`src/verilog/basicOpPkg.sv`:
```
package basicOpPkg;

	// Q15 sample and Q31 accumulator words
	typedef logic signed [15:0] word16;
	typedef logic signed [31:0] word32;

	// Inputs of the combinational operator block
	typedef struct packed {
		word16 opA;
		word16 opB;
		word32 accIn;
		word32 roundIn;
	} macOperands;

	// L_mult, L_mac and rounding L_add results
	typedef struct packed {
		word32 product;
		word32 macSum;
		word32 rounded;
	} macResults;

	// Long shift job, held while ready is high
	typedef struct packed {
		logic ready;
		word32 value;
		logic [3:0] count;
	} shiftRequest;

	typedef struct packed {
		logic done;
		word32 value;
	} shiftResponse;

endpackage

```
`src/verilog/longShifter.sv`:
```
module longShifter (
	input logic clk,
	input logic reset,
	input basicOpPkg::shiftRequest request,
	output basicOpPkg::shiftResponse response
);
	import basicOpPkg::*;

	logic busy;
	word32 value;
	logic [3:0] remaining;

	// One saturating left shift by a single bit
	function automatic word32 doubleSat(input word32 v);
		if (v[31] != v[30])
		begin
			if (v[31])
				return 32'sh80000000;
			else
				return 32'sh7FFFFFFF;
		end
		return v <<< 1;
	endfunction

	always_ff @(posedge clk)
	begin
		if (reset)
			busy <= 1'b0;
		else if (!busy)
			busy <= request.ready;
		else if (remaining == 4'd0)
			busy <= 1'b0;
	end

	// First shift happens on load so done lands count cycles after ready
	always_ff @(posedge clk)
	begin
		if (!busy && request.ready)
		begin
			if (request.count == 4'd0)
			begin
				value <= request.value;
				remaining <= 4'd0;
			end
			else
			begin
				value <= doubleSat(request.value);
				remaining <= request.count - 4'd1;
			end
		end
		else if (busy && remaining != 4'd0)
		begin
			value <= doubleSat(value);
			remaining <= remaining - 4'd1;
		end
	end

	always_comb
	begin
		response.done = busy && remaining == 4'd0;
		response.value = value;
	end

endmodule

```
`config.mk`:
```
export PLATFORM = sky130hd
export DESIGN_NAME = longShifter
export DESIGN_NICKNAME = d
export VERILOG_FILES = /design/src/verilog/basicOpPkg.sv /design/src/verilog/longShifter.sv
export SDC_FILE = /design/constraint.sdc
export NUM_CORES = 1
export LEC_CHECK = 0
export ABC_AREA = 1
export BUFFER_PORTS_ARGS = -buffer_cell sky130_fd_sc_hd__buf_2
export CAP_MARGIN = 5
export CORE_MARGIN = 1
export CORE_UTILIZATION = 45
export DETAILED_ROUTE_END_ITERATION = 8
export PLACE_DENSITY_LB_ADDON = 0.15
export SYNTH_ARGS = -nofsm -noshare
export SYNTH_HDL_FRONTEND = slang
export SYNTH_SLANG_ARGS = --single-unit
```
`constraint.sdc`:
```
create_clock -name clk -period 2.95 [get_ports clk]
set_clock_uncertainty 0.1 [all_clocks]
set_input_delay 0.295 -clock clk [delete_from_list [all_inputs] [get_ports clk]]
set_output_delay 0.295 -clock clk [all_outputs]
set_load 0.01 [all_outputs]
```
==> impl_results.md <==
* Slew Viols, Final at 0
* Slowest CP cell: buf_4
* Lkg Pwr at ~1.7 nW
* H-tree Lvls at 2
* Die Area at between 6000 and 7000 µm²
* Unique masters post-synth at 20
* DRT iter0 DRCs at 221
* Worst Path Arrival at 1.85 ns
* Syn Nets at between 400 and 500
* Global routing's busiest layer: met2
* Starting density of the core at approximately 48%
* Drt wl/cell at between 10 and 15 µm
* Sink Count at 37
* Detailed-route via count at 2677
* Die X at 79.36 µm
* Post-Syn Area at roughly 2700 µm²
* First-pass GRT wire length at about 11000 µm
* RSZ-0062 raised after global routing: false
* CTS tree: done
* DP HPWL at 4575 µm
* Design area at approximately 3100 µm²
* Post-Route WL at approximately 6700 µm
* Ports at 72
* Met2 Resource Use GR at around a third
* CTS Buf Count at 5
* Final worst slack at 0.9584 ns
* Pre-CTS WS at about 0.73 ns
* Final nets at approximately 510
* Endpoint type of the worst setup path: register
* Max_cap viols at 0
* Fin crit share at between 60% and 70%
* Worst Tran Pin Value at 1.035 ns
* First-pass detailed-route iteration total at 4
* Worst hold path class: in2reg
* Cells after synthesis at between 400 and 500
* Delay-heaviest family, CP: buffers and inverters
* Synthesized area per cell at approximately 6.7 µm²
* N_diodes at 0
* Die Y at 79.36 µm
* Final hold violations at 0
* Maximum number of pins on one net before global-route repair at 35
* Gpl congestion at approximately 0.78
* Port buffer count at just over 70
* Met1 GRT Util at approximately 33%
* Most common cell type on the critical path: inv_1
* Outcome: complete, no violations
* DRT antenna net count at 0
* DRC at 0
* Total Power at around 2.1 mW
* Final setup viols at 0
* Crit path cell chain: inv_1 > ha_1 > nand2_1 > a21oi_1 > inv_1 > buf_4
* Layout area overhead at 16.59%
* Setup TNS at 0 ns
* Post-DR vias/cell at approximately 5.0
* Placed cell areas at approximately 3000 µm²
* Synth warnings at 0
* Vias in the first global route at between 2000 and 2500
* PD cells at ~660 nW/µm²
* Initial antenna violation count at 0
* Met3 usage at under 10%
* Minimum clock period at around 2 ns
* Post-synth top area cell: edfxtp_1
* Synth top area share at between 40% and 50%
* Worst Path Required at roughly 2.8 ns
* VDD IR max at ~0.42 mV
* Critical Path Max Stage Delay at approximately 0.43 ns
* Clock root cell: clkbuf_8
* Critical Path Start Type: register
* FMAX at 502.1 MHz
* Post-synthesis sequential area ratio at between 40% and 50%
* Post-CTS Setup Bufs at 0
* Core area at ~5600 µm²
* Core Rows at 27
* Hold-fix buffers at CTS at 0
* Clock-pin slew on the worst setup and hold paths at 0.07 ns
* Filler cells at between 500 and 600
* Buf/Inv on CP at 3
* Crit path kind: reg2reg
* Clock latency at the later pin of the worst-skew pair at about 0.29 ns
* Synth top area cells: edfxtp_1 40%, nand2_1 31%, o21ai_0 6.1%
* PostCTS Resize Cnt at 0
* Gr usage total at between 20% and 30%
* Critical path peak fanout at 28
* Max transition margin at around 31%
* Clock Path Buffers at 2
* Total congestion overflow at 0
* Seq cells post-synth at 37
* Layout cells sized above 1 at between 10% and 20%
==> stage by stage <==
| stage | util (%) | std cells | hold slack, ns |
|---|---|---|---|
| after global placement | 54.20 | 524 | 0.3551 |
| after floorplan | - | 403 | 0.2674 |
| after global routing | 55.64 | 532 | 0.05354 |
| final | 55.64 | 532 | 0.05031 |
| after CTS | 55.64 | 532 | 0.04936 |
| after detailed placement | 54.20 | 524 | 0.3601 |
==> worst register-to-register path: cells and delay by family, from the launching register on <==
kind,cells,cell delay [ns]
flip-flops,1,0.36
buffers and inverters,3,0.80
AO/OA/AOI/OAI,1,0.10
AND/OR/NAND/NOR,1,0.09
adder cells (fa/ha/maj),1,0.20
==> layer usage <==
| metal | routed length [µm] | part of all wire (%) | vias up |
|---|---|---|---|
| li1 | - | - | 1397 |
| met1 | 3172 | 48 | 1205 |
| met2 | 3062 | 46 | 69 |
| met3 | 372 | 5.6 | 6 |
| met4 | 68 | 1.0 | 0 |
| met5 | 0 | 0 | - |
==> cells in the mapped netlist (all sizes together) <==
master	count
ha	7
edfxtp	36
nand2	226
inv	14
a21oi	29
nand3	9
clkbuf	19
dfxtp	1
o21ai	33
nand3b	3
buf	10
o22ai	1
nor2	15
==> power breakdown <==
group          switching (mW)  internal [mW]  leakage [nW]
logic                   0.568          0.322          1.27
clock network           0.188          0.159        0.0430
registers              0.0682          0.776         0.367
total                   0.824           1.26          1.68
==> state kept, by name (all words and copies together), names as in the netlist <==
| name | flops |
|---|---|
| remaining | 4 |
| value | 32 |
| busy | 1 |
==> cell type report <==
type                            count  area (µm²)  area share [%]
Inverter                           14       52.55           1.674
Clock inverter                      3       12.51          0.3986
Tap cell                           72       90.09           2.870
Timing Repair Buffer               78       407.9           12.99
Sequential cell                    37        1101           35.07
Multi-Input combinational cell    323        1406           44.80
Clock buffer                        5       68.82           2.192
==> cells in the final DEF (no fill, tap or decap) <==
master and count:
o22ai_1 1, nand2_1 224, clkinv_2 1, dfxtp_1 1
nor2_1 11, clkbuf_8 5, ha_1 7, nor2_4 2
nand3_1 9, nor2_2 2, clkinv_1 2, buf_4 7
inv_1 14, nand3b_1 3, nand2_2 1, a21oi_1 29
edfxtp_1 36, o21ai_0 33, buf_2 71, nand2_4 1
==> final timing paths <==
path | start | end | slack, ns | depth (start not counted)
worst max-delay path | remaining[0]$_DFFE_PP_ | remaining[2]$_DFFE_PP_ | 0.96 | 6
worst max register to register | remaining[0]$_DFFE_PP_ | remaining[2]$_DFFE_PP_ | 0.96 | 6
worst min-delay path | reset | busy$_SDFF_PP0_ | 0.05 | 2
worst min register to register | busy$_SDFF_PP0_ | busy$_SDFF_PP0_ | 0.48 | 2
==> logic make-up after synthesis <==
group / synth area share (%)
fa+ha+maj: 3.253
flops: 40.89
buf+inv: 6.970
compound gates: 11.76
simple gates: 37.13
(Power assumes the default switching activity.)
