`config.mk`:
```
export PLATFORM = sky130hd
export DESIGN_NAME = residueFilter
export DESIGN_NICKNAME = d
export VERILOG_FILES = /design/src/verilog/basicOpPkg.sv /design/src/verilog/residueMemPkg.sv /design/src/verilog/residueFilter.sv
export VERILOG_INCLUDE_DIRS = /design/src /design/src/verilog
export SDC_FILE = /design/constraint.sdc
export NUM_CORES = 1
export LEC_CHECK = 0
export ABC_AREA = 1
export BUFFER_PORTS_ARGS = -buffer_cell sky130_fd_sc_hd__buf_2
export CELL_PAD_IN_SITES_DETAIL_PLACEMENT = 0
export CELL_PAD_IN_SITES_GLOBAL_PLACEMENT = 1
export CORE_AREA = 8 8 165 167
export CTS_BUF_LIST = sky130_fd_sc_hd__clkbuf_8
export DETAILED_ROUTE_END_ITERATION = 12
export DIE_AREA = 0 0 173 175
export PLACE_DENSITY = 0.77
export RECOVER_POWER = 25
export SETUP_SLACK_MARGIN = 0.3
export SYNTH_ARGS = -nofsm -noshare
export SYNTH_HDL_FRONTEND = slang
export SYNTH_SLANG_ARGS = --single-unit
```
`constraint.sdc`:
```
create_clock -name clk -period 2.85 [get_ports clk]
set_input_delay 0.1425 -clock clk [delete_from_list [all_inputs] [get_ports clk]]
set_output_delay 0.1425 -clock clk [all_outputs]
set_load 0.02 [all_outputs]
```
`src/verilog/residueParams.svh`:
```
`ifndef RESIDUE_PARAMS_SVH
`define RESIDUE_PARAMS_SVH

// Filter order M, taps a[0] up to a[M]
`define RESIDUE_ORDER 4'd10

// Shared word memory geometry
`define MEM_ADDR_BITS 12
`define MEM_DEPTH 4096

// Width of the output count LG
`define LG_BITS 6

`endif

```
`src/verilog/basicOpPkg.sv`:
```
package basicOpPkg;

	// Q15 sample and Q31 accumulator words
	typedef logic signed [15:0] word16;
	typedef logic signed [31:0] word32;

	// Inputs of the combinational operator block
	typedef struct packed {
		word16 opA;
		word16 opB;
		word32 accIn;
		word32 roundIn;
	} macOperands;

	// L_mult, L_mac and rounding L_add results
	typedef struct packed {
		word32 product;
		word32 macSum;
		word32 rounded;
	} macResults;

	// Long shift job, held while ready is high
	typedef struct packed {
		logic ready;
		word32 value;
		logic [3:0] count;
	} shiftRequest;

	typedef struct packed {
		logic done;
		word32 value;
	} shiftResponse;

endpackage

```
`src/verilog/residueMemPkg.sv`:
```
`include "residueParams.svh"

package residueMemPkg;

	typedef logic [`MEM_ADDR_BITS-1:0] memAddr;

	// Coefficient port and sample port addresses
	typedef struct packed {
		memAddr addrA;
		memAddr addrX;
	} memReadReq;

	// Registered read data, one cycle after the address
	typedef struct packed {
		logic [31:0] dataA;
		logic [31:0] dataX;
	} memReadData;

	// Single word write, shared by filter and host
	typedef struct packed {
		logic en;
		memAddr addr;
		logic [31:0] data;
	} memWrite;

endpackage

```
`src/verilog/residueFilter.sv`:
```
`include "residueParams.svh"

module residueFilter (
	input logic clk,
	input logic reset,
	input logic start,
	input residueMemPkg::memAddr A,
	input residueMemPkg::memAddr X,
	input residueMemPkg::memAddr Y,
	input logic [`LG_BITS-1:0] LG,
	input logic [3:0] scaleShift,
	output logic done,
	output residueMemPkg::memReadReq readReq,
	input residueMemPkg::memReadData readData,
	output residueMemPkg::memWrite memWriteOut,
	output basicOpPkg::macOperands opOperands,
	input basicOpPkg::macResults opResults,
	output basicOpPkg::shiftRequest shiftReq,
	input basicOpPkg::shiftResponse shiftResp
);
	import basicOpPkg::*;
	import residueMemPkg::*;

	typedef enum logic [3:0] {
		INIT,
		FOR1,
		MEM1,
		LMULT,
		FOR2,
		MEM2,
		LMAC,
		LSHL,
		ROUND,
		INC,
		DONE
	} filterState;

	filterState state;
	filterState nextState;

	// Outer loop over outputs, inner loop over taps
	logic [`LG_BITS-1:0] I;
	logic [3:0] J;

	// Holds x[i] before LMULT and a[j] before each LMAC
	word16 sampleReg;
	word32 S;

	////////////////////
	// Control registers
	////////////////////

	always_ff @(posedge clk)
	begin
		if (reset)
		begin
			state <= INIT;
			I <= '0;
			J <= 4'd1;
		end
		else
		begin
			state <= nextState;
			case (state)
				INIT:
					I <= '0;
				LMULT:
					J <= 4'd1;
				LMAC:
					J <= J + 4'd1;
				INC:
					I <= I + 1'b1;
				default:
					J <= J;
			endcase
		end
	end

	// Datapath registers
	always_ff @(posedge clk)
	begin
		case (state)
			MEM1:
				sampleReg <= readData.dataX[15:0];
			MEM2:
				sampleReg <= readData.dataA[15:0];
			LMULT:
				S <= opResults.product;
			LMAC:
				S <= opResults.macSum;
			LSHL:
				if (shiftResp.done)
					S <= shiftResp.value;
			default:
				S <= S;
		endcase
	end

	////////////////////
	// FSM outputs
	////////////////////

	always_comb
	begin
		nextState = state;
		done = 1'b0;
		readReq = '0;
		memWriteOut = '0;
		opOperands = '0;
		shiftReq = '0;

		case (state)
			INIT:
				if (start)
					nextState = FOR1;

			FOR1:
				if (I < LG)
				begin
					readReq.addrX = X + memAddr'(I);
					nextState = MEM1;
				end
				else
					nextState = DONE;

			MEM1:
			begin
				readReq.addrA = A;
				nextState = LMULT;
			end

			// a[0] * x[i] starts the sum
			LMULT:
			begin
				opOperands.opA = sampleReg;
				opOperands.opB = readData.dataA[15:0];
				nextState = FOR2;
			end

			FOR2:
				if (J <= `RESIDUE_ORDER)
				begin
					readReq.addrA = A + memAddr'(J);
					nextState = MEM2;
				end
				else
				begin
					// Shift job goes out on the same cycle the loop ends
					shiftReq.ready = 1'b1;
					shiftReq.value = S;
					shiftReq.count = scaleShift;
					nextState = LSHL;
				end

			// History samples sit below X
			MEM2:
			begin
				readReq.addrX = X + memAddr'(I) - memAddr'(J);
				nextState = LMAC;
			end

			LMAC:
			begin
				opOperands.opA = sampleReg;
				opOperands.opB = readData.dataX[15:0];
				opOperands.accIn = S;
				nextState = FOR2;
			end

			LSHL:
			begin
				shiftReq.value = S;
				shiftReq.count = scaleShift;
				shiftReq.ready = !shiftResp.done;
				if (shiftResp.done)
					nextState = ROUND;
			end

			ROUND:
			begin
				opOperands.roundIn = S;
				memWriteOut.en = 1'b1;
				memWriteOut.addr = Y + memAddr'(I);
				memWriteOut.data = {{16{opResults.rounded[31]}}, opResults.rounded[31:16]};
				nextState = INC;
			end

			INC:
				nextState = FOR1;

			DONE:
			begin
				done = 1'b1;
				nextState = INIT;
			end

			default:
				nextState = INIT;
		endcase
	end

endmodule

```
==> flow_metrics.tcl <==
set metrics [dict create \
    run_status "finished, violations left" \
    failed_checks "negative setup slack" \
    cts.clk_slew.worst_paths_ns 0.08 \
    routed_length_per_instance_um 16.2 \
    grt_start_max_net_pins 51 \
    syn_area_per_cell_sq_um 6.23 \
    cts-buffers-inserted 9 \
    final_nets 1625 \
    synth_async_sr_flop_share 0 \
    cp.required_ns 2.71 \
    synth-seq-area-share 0.290 \
    min_period_over_period 1.03 \
    slew_headroom 0.132 \
    synth_area_leaders "sky130_fd_sc_hd__edfxtp_1 (24%), sky130_fd_sc_hd__nand2_1 (15%), sky130_fd_sc_hd__nor2_1 (11%), sky130_fd_sc_hd__inv_1 (10%), sky130_fd_sc_hd__ha_1 (5.9%)" \
    clock_insertion_delay_worst_skew_ns 0.35 \
    synth.largest_area_cell "sky130_fd_sc_hd__edfxtp_1" \
    clock_tree.buffer_depth 2 \
    setup-violations-final 7 \
    floorplan_die_height_um 175 \
    worst_clock_skew_ns 0.0128 \
    slew_viol_final 0 \
    drt-pass1-iter-count 4 \
    groute.usage.overall 0.172 \
    floorplan.initialDensity 0.241 \
    clock_tree_from_tritoncts "done" \
    finish.utilization 0.358 \
    fillerInstances 2781 \
    power.ir.vdd_worst_v 0.000190 \
    synthesis.instances 953 \
    cts_hold_buf 0 \
    wirelength_mm 27.3 \
    rsz0062_at_grt "yes" \
    port_buffers 396 \
    h-tree-depth 3 \
    synth_fp_nets 1227 \
    drtAntennaViolNets 0 \
    post_synth_num_cell_types 45 \
    drive_above_1_share 0.383 \
    dpl_ws_ns -0.0172 \
    gp_routability_congestion 0.878 \
    io_pins 445 \
    core-area_sq_um 24700 \
    vias 7425 \
    globalRouteOverflowTotal 0 \
    clock-sinks 62 \
    cts_root_buf "sky130_fd_sc_hd__clkbuf_8" \
    drt_first_iter_violations 380 \
    p_per_cell_area_nw_per_um2 374 \
    drv.max_cap_violation_count 0 \
    synth_top_cell_area_share 0.243 \
    timing.final.hold_violations 0 \
    grt_pass1_wl_mm 41.5 \
    worst-path-max-fanout 3 \
    worst_setup_path_start_kind "register" \
    worstPathCellList "ha_4 -> inv_2 -> fa_2 -> xnor2_2 -> ha_1 -> a21oi_1 -> nand2_1 -> nand2_2 -> nand2_2 -> nor2_4 -> buf_4 -> buf_4 -> xor2_1 -> o22ai_1 -> buf_2" \
    total_power_mw 3.31 \
    post-synth-top-count-cell "sky130_fd_sc_hd__nand2_1" \
    std_cell_rows 58 \
    worst_pin_slew_ns 1.30 \
    critical-path-max-stage-delay_ns 0.36 \
    yosys_register_bits 62 \
    grt_antenna_before_repair 6 \
    final_period_minus_worst_setup_slack_ns 2.94 \
    die_area_sq_um 30300 \
    critPathArrivalTime_ns 2.80 \
    yosys_synthesis_warning_count 0 \
    slowest_stage "sky130_fd_sc_hd__fa_2" \
    chipWidth_um 173 \
    r2r_start "state[0]$_SDFFE_PP0P_" \
    grt_pass1_vias 7263 \
    worstSetupEndpointType "output port" \
    critPathKind "register to output port" \
    areaGrowthSynthToFinish_pct 48.8 \
    place.detailed.hpwl_mm 22.6 \
    avgViaCountPerCell 4.40 \
    hp-start "shiftResp[9]" \
    static-leakage-power_nw 5.07 \
    worstHoldPathType "input pin to register" \
    yosys_most_used_dff "sky130_fd_sc_hd__edfxtp_1" \
    timing.fmax_mhz 340 \
    synth_edf_count 48 \
    synth.top_cells.by_count "sky130_fd_sc_hd__nand2_1 (239), sky130_fd_sc_hd__nor2_1 (173), sky130_fd_sc_hd__inv_1 (165), sky130_fd_sc_hd__nand3_1 (62), sky130_fd_sc_hd__o21ai_0 (57)" \
    route.detailed.drc 0 \
    startpoint "I[0]$_SDFFE_PP0P_" \
    setup_slack_ns -0.0876 \
    synthesis.area_sq_um 5940 \
]
[per-stage QoR]
stage	hold slack (ns)	std cells	TNS [ns]	area [sq um]
after floorplan	0.221	953	0	5960
after global placement	0.418	1653	0	8260
after detailed placement	0.420	1653	-0.0172	8260
after CTS	0.0342	1679	-1.16	8650
after global routing	0.0339	1689	-4.20	8840
final	0.0657	1689	-0.450	8840
[path summary, 6_finish.rpt]
path,to,slack [ns],cells after the start
setup / recovery,readReq[5],-0.09,15
setup reg to reg,S[21]$_DFFE_PP_,0.27,8
hold / removal,S[9]$_DFFE_PP_,0.07,3
hold reg to reg,J[2]$_SDFFE_PP0N_,0.51,2
[metal layers]
metal	vias to the layer above	GRT usage	wire length, um
li1	3778	-	-
met1	3287	0.197	11300
met2	322	0.300	13300
met3	32	0.0613	2180
met4	6	0.0481	520
met5	-	0	40
[critical path: cells and delay by family, from the launching register on]
kind / cells / cell delay [ns]
AOI/OAI and AO/OA: 2 / 0.22
xor gates and xnor gates: 2 / 0.30
DFF: 1 / 0.35
adders and majority gates: 3 / 0.80
buffers and inverters: 4 / 0.43
and+or+nand+nor: 4 / 0.35
[where the power goes]
| group | switching (mW) | leakage (nW) | total [mW] | internal [mW] |
|---|---|---|---|---|
| clock | 0.391 | 0.0816 | 0.708 | 0.316 |
| combinational | 0.921 | 4.44 | 1.40 | 0.479 |
| sequential | 0.0450 | 0.551 | 1.20 | 1.16 |
[sequential cells by signal (all words and copies together), names as in the netlist]
| name | count |
|---|---|
| I | 6 |
| S | 32 |
| state | 4 |
| sampleReg | 16 |
| J | 4 |
[layout make-up]
cell class	count	area, sq um	share of cell area
Antenna cell	3	7.51	0.000849
Inverter	173	653	0.0739
Sequential cell	62	1730	0.196
Tap cell	330	413	0.0467
Timing Repair inverter	1	7.51	0.000849
Clock inverter	7	50.0	0.00566
Timing Repair Buffer	432	2300	0.261
Clock buffer	9	124	0.0140
Multi-Input combinational cell	672	3550	0.402
[cells by family (layout without fill, tap and decap cells)]
| group | count (synthesis) | after routing | synth area share |
|---|---|---|---|
| xor gates and xnor gates | 7 | 7 | 0.0103 |
| DFF | 62 | 62 | 0.290 |
| AOI/OAI and AO/OA | 112 | 112 | 0.105 |
| other | 0 | 3 | 0 |
| and+or+nand+nor | 521 | 521 | 0.373 |
| buffers and inverters | 219 | 622 | 0.150 |
| adders and majority gates | 32 | 32 | 0.0725 |
[what timing repair did]
item	in CTS	in global routing
setup endpoints to repair	80	63
pin swaps	20	18
resized for setup	45	43
buffers inserted	10	6
cloned	0	1
[cell usage in the layout, fill, tap and decap left out, types with 13 or more instances in the layout]
cell type	synthesis	layout
sky130_fd_sc_hd__a21oi_1	26	22
sky130_fd_sc_hd__buf_2	7	369
sky130_fd_sc_hd__buf_4	16	41
sky130_fd_sc_hd__clkbuf_1	20	13
sky130_fd_sc_hd__edfxtp_1	48	48
sky130_fd_sc_hd__ha_1	28	23
sky130_fd_sc_hd__inv_1	165	164
sky130_fd_sc_hd__nand2_1	239	232
sky130_fd_sc_hd__nand2_2	6	13
sky130_fd_sc_hd__nand3_1	62	57
sky130_fd_sc_hd__nor2_1	173	170
sky130_fd_sc_hd__o21ai_0	57	51
No activity file was read; power rests on OpenSTA's default activity.
