==> config.mk <==
export PLATFORM = sky130hd
export DESIGN_NAME = basicOps
export DESIGN_NICKNAME = d
export VERILOG_FILES = /design/src/verilog/basicOpPkg.sv /design/src/verilog/basicOps.sv
export SDC_FILE = /design/constraint.sdc
export NUM_CORES = 1
export LEC_CHECK = 0
export ABC_CLOCK_PERIOD_IN_PS = 17550
export BUFFER_PORTS_ARGS = -buffer_cell sky130_fd_sc_hd__buf_2
export CAP_MARGIN = 20
export CORE_MARGIN = 4
export CORE_UTILIZATION = 50
export DETAILED_ROUTE_END_ITERATION = 10
export PLACE_DENSITY = 0.69
export REMOVE_ABC_BUFFERS = 1
export SLEW_MARGIN = 10
export SYNTH_ARGS = -nofsm -noshare
export SYNTH_HDL_FRONTEND = slang
export SYNTH_SLANG_ARGS = --single-unit
==> constraint.sdc <==
create_clock -name vclk -period 17.55
set_input_delay 0.8775 -clock vclk [all_inputs]
set_output_delay 0.8775 -clock vclk [all_outputs]
set_load 0.05 [all_outputs]
==> src/verilog/basicOpPkg.sv <==
package basicOpPkg;

	// Q15 sample and Q31 accumulator words
	typedef logic signed [15:0] word16;
	typedef logic signed [31:0] word32;

	// Inputs of the combinational operator block
	typedef struct packed {
		word16 opA;
		word16 opB;
		word32 accIn;
		word32 roundIn;
	} macOperands;

	// L_mult, L_mac and rounding L_add results
	typedef struct packed {
		word32 product;
		word32 macSum;
		word32 rounded;
	} macResults;

	// Long shift job, held while ready is high
	typedef struct packed {
		logic ready;
		word32 value;
		logic [3:0] count;
	} shiftRequest;

	typedef struct packed {
		logic done;
		word32 value;
	} shiftResponse;

endpackage

==> src/verilog/basicOps.sv <==
module basicOps (
	input basicOpPkg::macOperands operands,
	output basicOpPkg::macResults results
);
	import basicOpPkg::*;

	localparam word16 MIN_WORD16 = 16'sh8000;
	localparam word32 MAX_WORD32 = 32'sh7FFFFFFF;
	localparam word32 MIN_WORD32 = 32'sh80000000;
	localparam word32 ROUND_HALF = 32'sh00008000;

	////////////////////
	// Saturating operators
	////////////////////

	// 32-bit add, clamped on signed overflow
	function automatic word32 satAdd(input word32 a, input word32 b);
		word32 sum;
		sum = a + b;
		if (a[31] == b[31] && sum[31] != a[31])
		begin
			if (a[31])
				return MIN_WORD32;
			else
				return MAX_WORD32;
		end
		return sum;
	endfunction

	// Doubled product, the fractional Q15 by Q15 multiply
	function automatic word32 multDouble(input word16 a, input word16 b);
		word32 prod;
		prod = a * b;
		// Only -1 times -1 leaves the Q31 range
		if (a == MIN_WORD16 && b == MIN_WORD16)
			return MAX_WORD32;
		return prod <<< 1;
	endfunction

	////////////////////
	// Operator outputs
	////////////////////

	word32 product;
	word32 macSum;
	word32 rounded;

	always_comb
	begin
		product = multDouble(operands.opA, operands.opB);
		// L_mac is L_mult followed by L_add
		macSum = satAdd(operands.accIn, product);
		// Round to the upper half word
		rounded = satAdd(operands.roundIn, ROUND_HALF);
	end

	always_comb
	begin
		results.product = product;
		results.macSum = macSum;
		results.rounded = rounded;
	end

endmodule

==> flow_summary.json, run 1 <==
{
  "status": "finished, final reports clean",
  "antenna_found_initial": 0,
  "vias_per_cell": 5.32,
  "grt_pass1_wl_mm": 53.5,
  "seq_cell_count": 0,
  "cts_resized": 0,
  "areaGrowthSynthToFinish_pct": 9.46,
  "fin_util": 0.558,
  "grtUsageMet2": 0.413,
  "cp-end-kind": "output port",
  "path_class": "primary input to output port",
  "drtIter0Drc": 602,
  "core_um2": 23500,
  "drv_slew": 0,
  "finalCritPeriodShare": 0.579,
  "grt_max_degree": 34,
  "post_cts_buffers": 0,
  "globalplace.congestion": 0.941,
  "ant_nets": 0,
  "crit_fanout": 31,
  "rows": 56,
  "cap_violations": 0,
  "cp-startpoint": "operands[91]",
  "multi_input_area_um2": 10600,
  "synth_area_um2": 12000,
  "overflow": 0,
  "dr.pass1.iters": 5,
  "hold_slack_ns": 2.10,
  "setup_slack_ns": 7.39,
  "worstMarginPinSlew_ns": 1.01,
  "required_ns": 16.67,
  "synthTopCellsByCount": "inv_1, fa_1, nand2_1, and2_1, ha_1",
  "die_h_um": 163,
  "hp-class": "primary input to output port",
  "crit_arrival_ns": 9.29,
  "initial_utilization": 0.510,
  "grt_pass1_vias": 10386,
  "crit_top_cell": "fa_1",
  "rsz0062_at_grt": "false",
  "synth.top_cell.area_share": 0.429,
  "grt_use_met3": 0.0273,
  "hold_viol_final": 0,
  "route.detailed.drc": 0,
  "slew_headroom": 0.325,
  "clkbuf_count": 0,
  "register_area_um2": 0,
  "synth_most_common_cell": "inv_1",
  "drive_gt1_frac": 0.134,
  "synth_cell_type_count": 61,
  "final_net_count": 2045,
  "synth_top_cell_by_area": "fa_1",
  "max_freq_mhz": 98.4,
  "cpLargestDelayFamily": "adder cells",
  "cp_slowest_stage_delay_ns": 0.86,
  "track_usage": 0.246,
  "yosysSeqAreaShare": 0,
  "grt_busiest_layer": "met2",
  "startpoint_type": "primary input",
  "final.setup.tns_ns": 0,
  "worstHoldStart": "operands[15]",
  "port_buffers": 192,
  "avgSynthCellArea_um2": 8.32,
  "die_area_um2": 26500,
  "io_pins": 192,
  "fill_cells": 2227,
  "cp_slowest_cell": "and3_1",
  "post_drt_wl_per_cell_um": 16.7,
  "min_period_ns": 10.16,
  "ys_warn_count": 0,
  "dp_hpwl_mm": 27.3,
  "syn-instance-count": 1442,
  "cp_num_buf_inv": 6,
  "setup_violations": 0,
  "yosys-top-cells-area": "fa_1, ha_1, inv_1",
  "cts-hold-fix-buffers": 0,
  "wirelength_mm": 31.7,
  "place_ws_ns": 7.45,
  "dieWidth_um": 163,
  "grt_use_met1": 0.355,
  "vias": 10101
}
final timing paths:
check                 depth (start not counted)     endpoint
worst max-delay path                         31  results[58]
worst min-delay path                          3  results[15]
layout make-up:
cell class | instances | share of cell area
Multi-Input combinational cell | 1082 | 0.809
Inverter | 303 | 0.0866
Timing Repair Buffer | 193 | 0.0737
Tap cell | 319 | 0.0304
Antenna cell | 1 | 0.000190
metal layers:
layer	share of wire	wire length (um)
met3	0.066	2080
met4	0.016	517
met2	0.48	15300
met1	0.43	13800
met5	0	0
placed cells by master, fill, tap and decap left out, types with 9 or more instances in the layout:
master / Yosys / layout
nand2_1: 189 / 189
and3_1: 12 / 12
o21ai_0: 56 / 56
xnor2_1: 41 / 41
inv_1: 302 / 302
nand2b_1: 36 / 36
a21o_1: 19 / 19
xor2_1: 29 / 29
ha_1: 112 / 112
nor2_1: 39 / 39
buf_2: 1 / 192
a31oi_1: 12 / 12
nor3_1: 14 / 14
a21oi_1: 44 / 44
nand3_1: 14 / 14
and2_1: 113 / 113
nor4_1: 9 / 9
fa_1: 257 / 257
stage by stage:
stage	cell area (um^2)	instances
floorplan	11800	1385
global placement	13100	1897
detailed placement	13100	1897
CTS	13100	1897
global route	13100	1897
finish	13100	1898
kinds of logic (layout without fill, tap and decap cells):
group,after synthesis,count (layout),synth area share
multiplexers,4,4,0.00365
AND/OR/NAND/NOR,455,455,0.190
adder cells (fa/ha/maj),370,370,0.546
buffers and inverters,360,496,0.114
XOR/XNOR,70,70,0.0511
AO/OA/AOI/OAI,183,183,0.0946
other,0,1,0
Power of run 1 is not shown: default switching activity piles up to over one toggle a cycle in this logic, so the estimate is an artifact.
==> run 2: changes to the inputs <==
--- a/config.mk
+++ b/config.mk
@@ -5,7 +5,7 @@
 export SDC_FILE = /design/constraint.sdc
 export NUM_CORES = 1
 export LEC_CHECK = 0
-export ABC_CLOCK_PERIOD_IN_PS = 17550
+export ABC_CLOCK_PERIOD_IN_PS = 9400
 export BUFFER_PORTS_ARGS = -buffer_cell sky130_fd_sc_hd__buf_2
 export CAP_MARGIN = 20
 export CORE_MARGIN = 4
==> constraint.sdc (replaced) <==
create_clock -name vclk -period 9.4
set_input_delay 0.47 -clock vclk [all_inputs]
set_output_delay 0.47 -clock vclk [all_outputs]
set_load 0.05 [all_outputs]
==> flow_summary.json, run 2 (synthesis results as in run 1) <==
{
  "placed_cells": 1903,
  "min_period_ns": 8.86,
  "overflow": 0,
  "hold_depth": 3,
  "register_area_um2": 0,
  "hold_viol_final": 0,
  "rows": 56,
  "setup_violations": 0,
  "worstMarginPinSlew_ns": 0.596,
  "worstHoldStart": "operands[15]",
  "slew_headroom": 0.603,
  "startpoint_type": "primary input",
  "final_cell_mix": "inv_1, fa_1, nand2_1, buf_2, and2_1",
  "dieWidth_um": 163,
  "track_usage": 0.250,
  "max_freq_mhz": 113,
  "seq_cell_count": 0,
  "status": "finished, final reports clean",
  "globalplace.congestion": 0.935,
  "cp_slowest_cell": "fa_1",
  "cap_violations": 0,
  "grt_pass1_wl_mm": 54.1,
  "multi_input_area_um2": 10600,
  "drtIter0Drc": 494,
  "cp_num_buf_inv": 8,
  "fin_cells": 1904,
  "finalCritPeriodShare": 0.943,
  "holdPathEnd": "results[15]",
  "drive_gt1_frac": 0.138,
  "antenna_found_initial": 0,
  "layout_commonest_cell": "inv_1",
  "port_buffers": 192,
  "vias": 10022,
  "die_h_um": 163,
  "die_area_um2": 26500,
  "ant_nets": 0,
  "final_net_count": 2051,
  "vias_per_cell": 5.26,
  "rsz0062_at_grt": "false",
  "cpLargestDelayFamily": "adder cells",
  "crit_top_cell": "fa_1",
  "crit_arrival_ns": 8.39,
  "initial_utilization": 0.510,
  "crit_fanout": 31,
  "grt_max_degree": 34,
  "drv_slew": 0,
  "io_pins": 192,
  "cp_slowest_stage_delay_ns": 0.57,
  "required_ns": 8.93,
  "route.detailed.drc": 0,
  "dr.pass1.iters": 5,
  "path_class": "primary input to output port",
  "cts-hold-fix-buffers": 0,
  "dp_hpwl_mm": 27.6,
  "wirelength_mm": 31.8,
  "post_drt_wl_per_cell_um": 16.7,
  "grt_pass1_vias": 10535,
  "path_depth": 33,
  "cp-end-kind": "output port",
  "hp-class": "primary input to output port",
  "clkbuf_count": 0,
  "core_um2": 23500,
  "areaGrowthSynthToFinish_pct": 9.99,
  "fill_cells": 2257
}
## run 2: metrics by stage
step | cell area, um^2 | util | setup TNS (ns) | hold slack [ns] | setup slack, ns
floorplan | 11800 | - | -3.44 | 1.21 | -0.241
global route | 13200 | 0.561 | 0 | 1.30 | 0.00282
CTS | 13200 | 0.560 | 0 | 1.28 | 0.446
global placement | 13200 | 0.560 | 0 | 1.28 | 0.579
detailed placement | 13200 | 0.560 | 0 | 1.28 | 0.481
finish | 13200 | 0.561 | 0 | 1.29 | 0.536
## run 2: how the worst max path moves through the flow
stage | startpoint | endpoint
final | operands[87] | results[37]
after global routing | operands[88] | results[37]
after CTS | operands[87] | results[37]
after detailed placement | operands[87] | results[37]
after global placement | operands[65] | results[37]
after floorplan | operands[65] | results[37]
## run 2: worst min-delay path, cell delays in order
cell     delay [ns]
buf_2          0.10
nand2_1        0.04
buf_2          0.20
## run 2: timing repair
action / CTS / global route
endpoints found under the setup margin: 0 / 31
setup buffers: 0 / 0
gates resized for setup: 0 / 7
## run 2: final cells by class
type                            count  share of cell area
Timing Repair Buffer              199              0.0777
Antenna cell                        1            0.000190
Multi-Input combinational cell   1082               0.806
Inverter                          303              0.0862
Tap cell                          319              0.0302
## run 2: metal layers
metal,part of all wire,GRT usage
met1,0.42,0.342
met5,0,0
met4,0.020,0.0396
met2,0.50,0.435
met3,0.062,0.0349
Power of run 2 is left out for the same reason.
==> run 3: changes to the inputs <==
--- a/config.mk
+++ b/config.mk
@@ -11,7 +11,7 @@
 export CORE_MARGIN = 4
 export CORE_UTILIZATION = 50
 export DETAILED_ROUTE_END_ITERATION = 10
-export PLACE_DENSITY = 0.69
+export PLACE_DENSITY = 0.72
 export REMOVE_ABC_BUFFERS = 1
 export SLEW_MARGIN = 10
 export SYNTH_ARGS = -nofsm -noshare
==> flow_summary.json, run 3 (synthesis results as in run 1) <==
{
  "route.detailed.drc": 0,
  "grt_max_degree": 34,
  "globalplace.congestion": 0.917,
  "grt_pass1_wl_mm": 52.8,
  "track_usage": 0.244,
  "finalCritPeriodShare": 0.948,
  "io_pins": 192,
  "ant_nets": 0,
  "initial_utilization": 0.510,
  "wirelength_mm": 31.8,
  "vias": 10105,
  "final.setup.tns_ns": 0,
  "core_um2": 23500,
  "port_buffers": 192,
  "crit_arrival_ns": 8.44,
  "cts-hold-fix-buffers": 0,
  "drtIter0Drc": 525,
  "final_net_count": 2051,
  "clkbuf_count": 0,
  "crit_top_cell": "fa_1",
  "num_antenna_cells": 0,
  "min_period_ns": 8.91,
  "slew_headroom": 0.610,
  "dieWidth_um": 163,
  "status": "finished, final reports clean",
  "dp_hpwl_mm": 27.4,
  "layout_commonest_cell": "inv_1",
  "path_class": "primary input to output port",
  "register_area_um2": 0,
  "grt_pass1_vias": 10296,
  "seq_cell_count": 0,
  "dr.pass1.iters": 4,
  "drive_gt1_frac": 0.139,
  "die_h_um": 163,
  "multi_input_area_um2": 10600,
  "drv_slew": 0,
  "die_area_um2": 26500,
  "overflow": 0,
  "hp-class": "primary input to output port",
  "rsz0062_at_grt": "false",
  "max_freq_mhz": 112,
  "areaGrowthSynthToFinish_pct": 10.1,
  "final_cell_mix": "inv_1, fa_1, nand2_1, buf_2, and2_1",
  "startpoint_type": "primary input",
  "setup_violations": 0,
  "cp_slowest_cell": "fa_1",
  "cp-end-kind": "output port",
  "crit_fanout": 11,
  "fill_cells": 2211,
  "fin_util": 0.561,
  "required_ns": 8.93,
  "vias_per_cell": 5.31,
  "hold_slack_ns": 1.28,
  "hold_viol_final": 0,
  "rows": 56,
  "antenna_found_initial": 0,
  "cp_slowest_stage_delay_ns": 0.54,
  "cap_violations": 0,
  "post_drt_wl_per_cell_um": 16.7,
  "worstMarginPinSlew_ns": 0.585
}
## run 3: area by class of cell
class / count / share of cell area
inverter: 303 / 0.0861
multi-input combinational: 1082 / 0.805
timing repair buffer: 199 / 0.0786
tap: 319 / 0.0302
## run 3: worst paths after layout
check | start | to | slack [ns] | cells past startpoint
worst max-delay path | operands[65] | results[62] | 0.49 | 30
worst min-delay path | operands[15] | results[15] | 1.28 | 3
## run 3: metal layers
layer  part of all wire  track usage  routed length, um  vias up
met2               0.50        0.425              16000      303
met1               0.41        0.333              13100     5020
met3              0.059       0.0233               1870       52
met5                  0            0                  0        -
met4              0.026       0.0518                832        0
li1                   -            -                  -     4730
## run 3: repair_timing
item                       4_1_cts  5_1_grt
setup endpoints to repair        0       24
gates resized for setup          0       10
setup buffers                    0        0
## run 3: stage by stage
stage	instances	worst slack, ns	cell area (um^2)
floorplan	1385	-0.241	11800
detailed placement	1903	0.454	13200
global placement	1903	0.595	13200
CTS	1903	0.421	13200
global route	1903	0.0356	13200
finish	1903	0.493	13200
## run 3: critical path: cells and delay by family
kind,cells,cell delay (ns)
compound gates,11,2.38
fa+ha+maj,8,3.76
simple gates,3,0.70
xor+xnor,2,0.22
buf+inv,6,0.87
Power of run 3 is left out for the same reason.
